## src/logic/vcsr_pkg.sv

```systemverilog
// Fixed-point control registers
`default_nettype none

package vcsr_pkg;

    // vxrm rounding modes
    typedef enum logic [1:0] {
        RNU_V = 2'd0,
        RNE_V = 2'd1,
        RDN_V = 2'd2,
        ROD_V = 2'd3
    } vxrm_t;

    // --------------------------------------------------
    // register port
    // --------------------------------------------------
    typedef logic [1:0] csr_addr_t;
    typedef logic [7:0] csr_data_t;

    localparam csr_addr_t CSR_VXSAT = 2'd0;
    localparam csr_addr_t CSR_VXRM  = 2'd1;
    localparam csr_addr_t CSR_VSEW  = 2'd2;

endpackage

`default_nettype wire

```

## src/logic/vfx_types_pkg.sv

```systemverilog
// Fixed-point lane types
`default_nettype none

package vfx_types_pkg;

    // --------------------------------------------------
    // lane geometry
    // --------------------------------------------------
    // width of one vector lane in bits
    localparam int ELEN_C = 64;

    // element width, encoded as in vtype.vsew
    typedef enum logic [1:0] {
        SEW_8  = 2'd0,
        SEW_16 = 2'd1,
        SEW_32 = 2'd2,
        SEW_64 = 2'd3
    } sew_t;

    // --------------------------------------------------
    // data words
    // --------------------------------------------------
    // operand or result word
    typedef logic [ELEN_C-1:0] bus64_t;
    // double-width product word
    typedef logic [2*ELEN_C-1:0] bus128_t;

endpackage

`default_nettype wire

```

## src/logic/vfx_csr.sv

```systemverilog
// Fixed-point control registers
`timescale 1ns/1ps
`default_nettype none

module vfx_csr
    import vfx_types_pkg::*;
    import vcsr_pkg::*;
(
    input  logic      clk_i,
    input  logic      rst_i,
    input  logic      csr_we_i,
    input  csr_addr_t csr_addr_i,
    input  csr_data_t csr_wdata_i,
    output csr_data_t csr_rdata_o,
    input  logic      sat_set_i,
    output sew_t      sew_o,
    output vxrm_t     vxrm_o
);

    vxrm_t vxrm_q;
    sew_t  sew_q;
    logic  vxsat_q;

    // --------------------------------------------------
    // write port
    // --------------------------------------------------
    always_ff @(posedge clk_i) begin
        if (rst_i) begin
            vxrm_q  <= RNU_V;
            sew_q   <= SEW_8;
            vxsat_q <= 1'b0;
        end else begin
            if (csr_we_i && csr_addr_i == CSR_VXRM) begin
                vxrm_q <= vxrm_t'(csr_wdata_i[1:0]);
            end
            if (csr_we_i && csr_addr_i == CSR_VSEW) begin
                sew_q <= sew_t'(csr_wdata_i[1:0]);
            end
            // a saturating result beats a write in the same cycle
            if (sat_set_i) begin
                vxsat_q <= 1'b1;
            end else if (csr_we_i && csr_addr_i == CSR_VXSAT) begin
                vxsat_q <= csr_wdata_i[0];
            end
        end
    end

    // read data, zero-extended
    always_comb begin
        case (csr_addr_i)
            CSR_VXSAT: csr_rdata_o = csr_data_t'(vxsat_q);
            CSR_VXRM:  csr_rdata_o = csr_data_t'(vxrm_q);
            CSR_VSEW:  csr_rdata_o = csr_data_t'(sew_q);
            default:   csr_rdata_o = '0;
        endcase
    end

    assign sew_o  = sew_q;
    assign vxrm_o = vxrm_q;

endmodule

`default_nettype wire

```

## config.mk

```make
export PLATFORM = sky130hd
export DESIGN_NAME = vfx_csr
export DESIGN_NICKNAME = d
export VERILOG_FILES = /design/src/logic/vcsr_pkg.sv /design/src/logic/vfx_types_pkg.sv /design/src/logic/vfx_csr.sv
export SDC_FILE = /design/constraint.sdc
export NUM_CORES = 1
export LEC_CHECK = 0
export BUFFER_PORTS_ARGS = -buffer_cell sky130_fd_sc_hd__buf_2
export CAP_MARGIN = 0
export CORE_AREA = 8 8 45 47
export DETAILED_ROUTE_END_ITERATION = 6
export DIE_AREA = 0 0 53 55
export PLACE_DENSITY_LB_ADDON = 0.12
export SLEW_MARGIN = 25
export SYNTH_ARGS = -nofsm -noshare
export SYNTH_HDL_FRONTEND = slang
export SYNTH_SLANG_ARGS = --single-unit
export TNS_END_PERCENT = 5
```

## constraint.sdc

```tcl
create_clock -name clk_i -period 1.5 [get_ports clk_i]
set_input_delay 0.3 -clock clk_i [delete_from_list [all_inputs] [get_ports clk_i]]
set_output_delay 0.3 -clock clk_i [all_outputs]
set_load 0.005 [all_outputs]
```

==> key figures, run 1 <==
Timing
  • Final total negative setup slack: 0 ns
  • Final critical path time including I/O delays and setup: 1.249 ns
  • Total setup violations reported at the end of the flow: 0
  • Maximum achievable frequency: 0.8009 GHz
  • Post-route clock period utilization: 0.8324
  • Unrepaired setup endpoints after global routing: false
  • Final worst slack: 0.2514 ns
  • Clock tree skew after final layout: 0 ns
  • Hold violation total from the final report: 0
  • Number of max-slew violations in the final report: 0

Detailed routing
  • Avg WL per Cell: 10.15 um
  • Post-detailed-route via-to-cell ratio: 4.164
  • Routed vias: 279
  • Count of TritonRoute iterations in the first routing pass: 4
  • Total wirelength of the detailed-routed design: 680 um
  • Post-detailed-route count of antenna-violating nets: 0
  • Iteration-0 DRC count of the detailed router: 6
  • Number of DRC violations after detailed routing: 0

Place
  • Dpl hpwl: 600.5 um
  • Placer's final routability congestion estimate: 0.6409
  • Worst slack at placement: 0.2371 ns
  • PortBufs: 13

Clock tree
  • Clock Tree Buf Depth: 2
  • Clock input transition at the sequential cells of the worst setup and hold paths: 0.04 ns
  • # Post-CTS Setup Buffers: 0
  • Clock tree from TritonCTS: yes
  • Hold Buf Count CTS: 0
  • Clock tree sinks: 5
  • Cell at the root of the clock tree: sky130_fd_sc_hd__clkbuf_4
  • # H-tree levels: 1
  • Insertion delay of the later-clocked pin in the worst-skew pair: 0.24 ns
  • Number of gates resized after cts: 0
  • TritonCTS Buffers: 3

Worst setup path
  • Worst r2r src: vxsat_q
  • Library cell appearing most often on the critical path: sky130_fd_sc_hd__buf_2
  • End of the worst register-to-register path: vxsat_q
  • CP arrival: 0.95 ns
  • Critical Path Start Type: input pin
  • Cells along the critical path: buf_2 -> and2b_2 -> nand2_1 -> o21ai_0 -> buf_2
  • Critical path type: input pin to primary output
  • Setup slack of the most critical reg-to-reg path: 0.80 ns
  • First element of the critical path: csr_addr_i[1]
  • Depth of the worst register-to-register path: 2
  • Endpoint required time on the critical path: 1.20 ns
  • Critical Path Sink Type: primary output
  • Critical-path maximum fanout: 6
  • Critical path endpoint: csr_rdata_o[0]
  • Largest incremental delay on the critical path: 0.25 ns
  • CP max stage cell: sky130_fd_sc_hd__and2b_2

Min path
  • Min-delay worst type: input pin to flop
  • Worst Hold Launch: rst_i

Power and ir drop
  • Switching part of the total power: 0.2261
  • Power Internal: 0.0002613 W
  • Worst supply voltage drop on vdd: 0.3658 mV
  • Portion of total power attributed to the clock network: 0.441
  • Power spent charging and discharging nets: 0.00007634 W
  • Pwr per Cell Area: 908.6 nW/um2
  • Share of total power in combinational logic: 0.137
  • Sequential power share: 0.422
  • Leakage: 0.1959 nW

Synthesis
  • Number of synthesis warnings: 0
  • Post-Synthesis Mean Instance Area: 8.186 um2
  • Post-synthesis sequential element count: 5
  • Number of different library cells in the post-synthesis netlist: 13
  • Post-Synthesis Cells: 35
  • Register area share after synthesis: 0.3493
  • Syn Std Cell Area: 286.5 um2

Layout
  • Layout cell share with drive strength beyond 1: 0.3529
  • Area Overhead vs Synth: 29.69%
  • Fillcell total: 157
  • Antenna diode instance count: 0
  • Total number of nets in the final design: 66

Die
  • DIE WIDTH: 53 um
  • Vertical die dimension: 55 um
  • Effective utilization at floorplan: 0.2071
  • Die Outline Area: 2915 um2
  • Io pins: 26
  • Site row count: 14
  • Core area: 1384 um2

Global route
  • Via count of the first global-routing pass: 289
  • Antenna violations before repair: 0
  • Leftover overflow at the end of global routing: 0
  • Total Routing Usage GR: 0.05565
  • Wire length of the first global-routing pass: 1152 um
  • Maximum number of pins on one net before global-route repair: 7

Status
  • Result of the run: finished clean

Flow run
  • Number of maximum-capacitance violations: 0
[how the worst min path moves through the flow]
| stage | to | slack (ns) | depth (start not counted) |
|---|---|---|---|
| detailed placement | vxrm_o[0] | 0.48 | 2 |
| finish | vxsat_q | 0.28 | 2 |
| CTS | sew_o[0] | 0.28 | 2 |
| global placement | vxrm_o[1] | 0.48 | 2 |
| floorplan | vxrm_o[0] | 0.37 | 1 |
| global route | vxsat_q | 0.28 | 2 |
[sequential cells by signal (all words and copies together), names as in the netlist]
signal and flops:
vxrm_o 2, sew_o 2, vxsat_q 1
[per-layer routing]
metal	global-route usage	vias up	wire, um	share of wire
li1	-	141	-	-
met1	0.05144	122	259	0.38
met2	0.08594	14	333	0.49
met3	0.02406	2	77	0.11
met4	0.06466	0	10	0.015
met5	0	-	0	0
[worst max-delay path: cells and delay by family]
kind | cells | cell delay, ns
AO/OA/AOI/OAI | 1 | 0.07
buffers and inverters | 2 | 0.26
AND/OR/NAND/NOR | 2 | 0.32
[synthesized netlist by cell type (all sizes together)]
cell type,n,share of area
conb,1,0.013
nor2,3,0.039
nand2,5,0.066
a21bo,1,0.035
a21oi,3,0.052
and2b,1,0.031
nand3,2,0.035
buf,6,0.16
o21ai,1,0.017
mux2i,3,0.10
nand3b,3,0.079
dfxtp,5,0.35
a31oi,1,0.022
[final cells by class]
type / count / area [um2] / area share
clock buffer: 4 / 26.28 / 0.07071
sequential: 5 / 100.1 / 0.2694
multi-input combinational: 29 / 160.2 / 0.4310
timing repair buffer: 13 / 65.06 / 0.1751
tap: 16 / 20.02 / 0.05387
[power groups by stage]
stage	combinational, W	sequential [W]	clock (W)
3_3_place_gp	0.0000466	0.000145	0
6_report	0.0000461	0.000143	0.000149
3_5_place_dp	0.0000462	0.000145	0
5_1_grt	0.0000531	0.000143	0.000176
4_1_cts	0.0000464	0.000143	0.000160
2_1_floorplan	0.0000333	0.000145	0
[cells in the final DEF (no fill, tap or decap), drive strengths merged, types with 2 or more instances in the layout]
cell type  instances
nand3b             3
dfxtp              5
a21oi              3
clkbuf             4
nor2               3
nand2              5
mux2i              3
nand3              2
buf               13
conb               6
[cells by family after synthesis]
logic type	synth area share
other	0.01309
flip-flops	0.3494
AO/OA/AOI/OAI	0.1266
buffers and inverters	0.1572
AND/OR/NAND/NOR	0.2489
multiplexers	0.1048
[stage by stage]
stage               std cells  total power, W  instance area, um2  hold slack, ns    util
global route               67       0.0003716               371.6          0.2791  0.2685
floorplan                  40       0.0001780               305.3          0.3691       -
detailed placement         63       0.0001911               345.3          0.4764  0.2495
CTS                        67       0.0003487               371.6          0.2796  0.2685
finish                     67       0.0003376               371.6          0.2845  0.2685
global placement           63       0.0001918               345.3          0.4817  0.2495
Power figures use the tool's default switching activity.
==> run 2: changes to the inputs <==
- clock period: 1.5 -> 1.1 ns (I/O delays scaled with it)
==> run 2 against run 1 <==
Effect of this change:
- sequential share of layout area shrank 0.57 points
- first-iteration DRC count fell by 33%
- largest power group unchanged
- final cell count up 3.0%
- critical path depth is 2 lower
- critical endpoint unchanged
- register-to-register slack worse by 0.43 ns
- flip-flop and latch count unchanged
- global-route usage is 1.2 points higher
- worst hold slack worse by 0.086 ns
==> key figures, run 2 (same netlist as run 1, synthesis figures left out) <==
Die
  • DIE WIDTH: 53 um (unchanged)
  • Site row count: 14 (unchanged)
  • Effective utilization at floorplan: 0.2071 (unchanged)
  • Io pins: 26 (unchanged)
  • Die Outline Area: 2915 um2 (unchanged)
  • Vertical die dimension: 55 um (unchanged)
  • Core area: 1384 um2 (unchanged)

Timing
  • Maximum achievable frequency: 0.9134 GHz
  • Total setup violations reported at the end of the flow: 0 (unchanged)
  • Post-route clock period utilization: 0.9952
  • Final critical path time including I/O delays and setup: 1.095 ns
  • Clock tree skew after final layout: 0 ns (unchanged)
  • Number of max-slew violations in the final report: 0 (unchanged)
  • Worst hold slack after final layout: 0.1989 ns (was 0.2845 ns)
  • Hold violation total from the final report: 0 (unchanged)
  • Unrepaired setup endpoints after global routing: true (was false)

Min path
  • Min-delay worst type: input pin to flop (unchanged)

Layout
  • Total number of nets in the final design: 68 (was 66)
  • Commonest non-fill, non-tap cell in the layout: sky130_fd_sc_hd__buf_2 (unchanged)
  • Area Overhead vs Synth: 35.81% (was 29.69%)
  • Fillcell total: 160 (was 157)
  • Non-filler instance count after layout: 69 (was 67)
  • Layout cell share with drive strength beyond 1: 0.4151 (was 0.3529)
  • Leading cell types in the layout, fill and taps excluded: 13 x sky130_fd_sc_hd__buf_2, 6 x sky130_fd_sc_hd__conb_1, 5 x sky130_fd_sc_hd__nand2_1 (was 13 x sky130_fd_sc_hd__buf_2, 6 x sky130_fd_sc_hd__conb_1, 5 x sky130_fd_sc_hd__nand2_1, 5 x sky130_fd_sc_hd__dfxtp_1)
  • Antenna diode instance count: 0 (unchanged)
  • Summed area of non-filler cells in the final layout: 389.1 um2 (was 371.6 um2)

Power and ir drop
  • Leakage: 0.2070 nW (was 0.1959 nW)
  • Switching part of the total power: 0.2423 (was 0.2261)
  • Portion of total power attributed to the clock network: 0.445 (was 0.441)
  • Power spent charging and discharging nets: 0.0001154 W (was 0.00007634 W)
  • Share of total power in combinational logic: 0.145 (was 0.137)
  • Power Internal: 0.0003611 W (was 0.0002613 W)
  • Worst supply voltage drop on vdd: 0.4450 mV (was 0.3658 mV)
  • Final total power: 0.0004765 W (was 0.0003376 W)
  • Sequential power share: 0.409 (was 0.422)
  • Pwr per Cell Area: 1225 nW/um2 (was 908.6 nW/um2)

Detailed routing
  • Avg WL per Cell: 11.22 um (was 10.15 um)
  • Iteration-0 DRC count of the detailed router: 4 (was 6)
  • Post-detailed-route via-to-cell ratio: 4.159 (was 4.164)
  • Routed vias: 287 (was 279)
  • Number of DRC violations after detailed routing: 0 (unchanged)
  • Count of TritonRoute iterations in the first routing pass: 3 (was 4)
  • Post-detailed-route count of antenna-violating nets: 0 (unchanged)
  • Total wirelength of the detailed-routed design: 774 um (was 680 um)

Clock tree
  • Clock tree sinks: 5 (unchanged)
  • Clock Tree Buf Depth: 2 (unchanged)
  • Insertion delay of the later-clocked pin in the worst-skew pair: 0.24 ns (about the same)
  • Cell at the root of the clock tree: sky130_fd_sc_hd__clkbuf_4 (unchanged)
  • Clock input transition at the sequential cells of the worst setup and hold paths: 0.04 ns (about the same)
  • TritonCTS Buffers: 3 (unchanged)
  • Clock tree from TritonCTS: yes (unchanged)
  • # H-tree levels: 1 (unchanged)

Place
  • PortBufs: 13 (unchanged)
  • Instance count after placement with tap cells included: 64 (was 63)
  • Area after DPL: 352.8 um2 (was 345.3 um2)
  • Dpl hpwl: 636.5 um (was 600.5 um)
  • Placer's final routability congestion estimate: 0.6452 (was 0.6409)

Global route
  • Leftover overflow at the end of global routing: 0 (unchanged)
  • Met2 global-route usage: 0.1055 (was 0.08594)
  • Met1 global-route usage: 0.06525 (was 0.05144)
  • Maximum number of pins on one net before global-route repair: 7 (unchanged)
  • Total Routing Usage GR: 0.06718 (was 0.05565)
  • GR Util met3: 0.02674 (was 0.02406)
  • Busiest grt layer: met2 (unchanged)
  • Wire length of the first global-routing pass: 1380 um (was 1152 um)
  • Via count of the first global-routing pass: 325 (was 289)
  • Antenna violations before repair: 0 (unchanged)

Worst setup path
  • Setup slack of the most critical reg-to-reg path: 0.37 ns (was 0.80 ns)
  • Endpoint required time on the critical path: 0.88 ns (was 1.20 ns)
  • Critical Path Sink Type: primary output (unchanged)
  • Critical-path maximum fanout: 2 (was 6)
  • Critical Path Start Type: flop (was input pin)
  • CP arrival: 0.87 ns (was 0.95 ns)
  • Critical path type: flop to primary output (was input pin to primary output)

Flow run
  • Number of maximum-capacitance violations: 0 (unchanged)

Status
  • Result of the run: finished clean (unchanged)
[run 2: changes by cell type in the layout (fill, tap and decap cells not counted), sizes merged]
cell and delta:
buf +2
[run 2: critical path, cell delays in order (launching register included)]
cell,delay (ns)
sky130_fd_sc_hd__dfxtp_2,0.31
sky130_fd_sc_hd__mux2i_1,0.13
sky130_fd_sc_hd__o21ai_1,0.07
sky130_fd_sc_hd__buf_2,0.12
[run 2: repair_timing]
action                                  4_1_cts  5_1_grt
pin swaps                                     1        1
cloned                                        0        0
gates resized for setup                       2        1
hold buffers                                  0        0
endpoints found under the setup margin        1        2
setup buffers                                 1        0
[run 2: final cells by class]
class / instances / area (um2) / share of cell area
Timing Repair Buffer: 15 / 80.08 / 0.2058
Tap cell: 16 / 20.02 / 0.05145
Clock buffer: 4 / 26.28 / 0.06752
Sequential cell: 5 / 102.6 / 0.2637
Multi-Input combinational cell: 29 / 160.2 / 0.4116
[run 2: final timing paths]
kind	end	from	cells after the start
worst max-delay path	csr_rdata_o[0]	sew_o[0]	3
worst max register to register	vxsat_q	vxsat_q	2
worst min-delay path	sew_o[0]	rst_i	2
worst min register to register	vxrm_o[1]	vxrm_o[1]	2
[run 2: metal layers]
metal  share of wire  vias up  wire, um
li1                -      143         -
met1            0.39      132       301
met2            0.50       12       387
met3            0.11        0        84
met4               0        0         0
met5               0        -         0
[run 2: metrics by stage]
stage	setup slack, ns	util	TNS (ns)
5_1_grt	-0.07508	0.2812	-0.07508
6_report	0.005248	0.2812	0
4_1_cts	-0.02073	0.2803	-0.02073
3_3_place_gp	0.03299	0.2550	0
3_5_place_dp	0.02740	0.2550	0
2_1_floorplan	0.2942	-	0
[run 2: power by group through the flow]
| stage | sequential (W) | clock (W) | combinational, W |
|---|---|---|---|
| CTS | 0.000195 | 0.000226 | 0.0000693 |
| floorplan | 0.000197 | 0 | 0.0000454 |
| global placement | 0.000198 | 0 | 0.0000665 |
| finish | 0.000195 | 0.000212 | 0.0000692 |
| detailed placement | 0.000198 | 0 | 0.0000664 |
| global route | 0.000195 | 0.000246 | 0.0000805 |
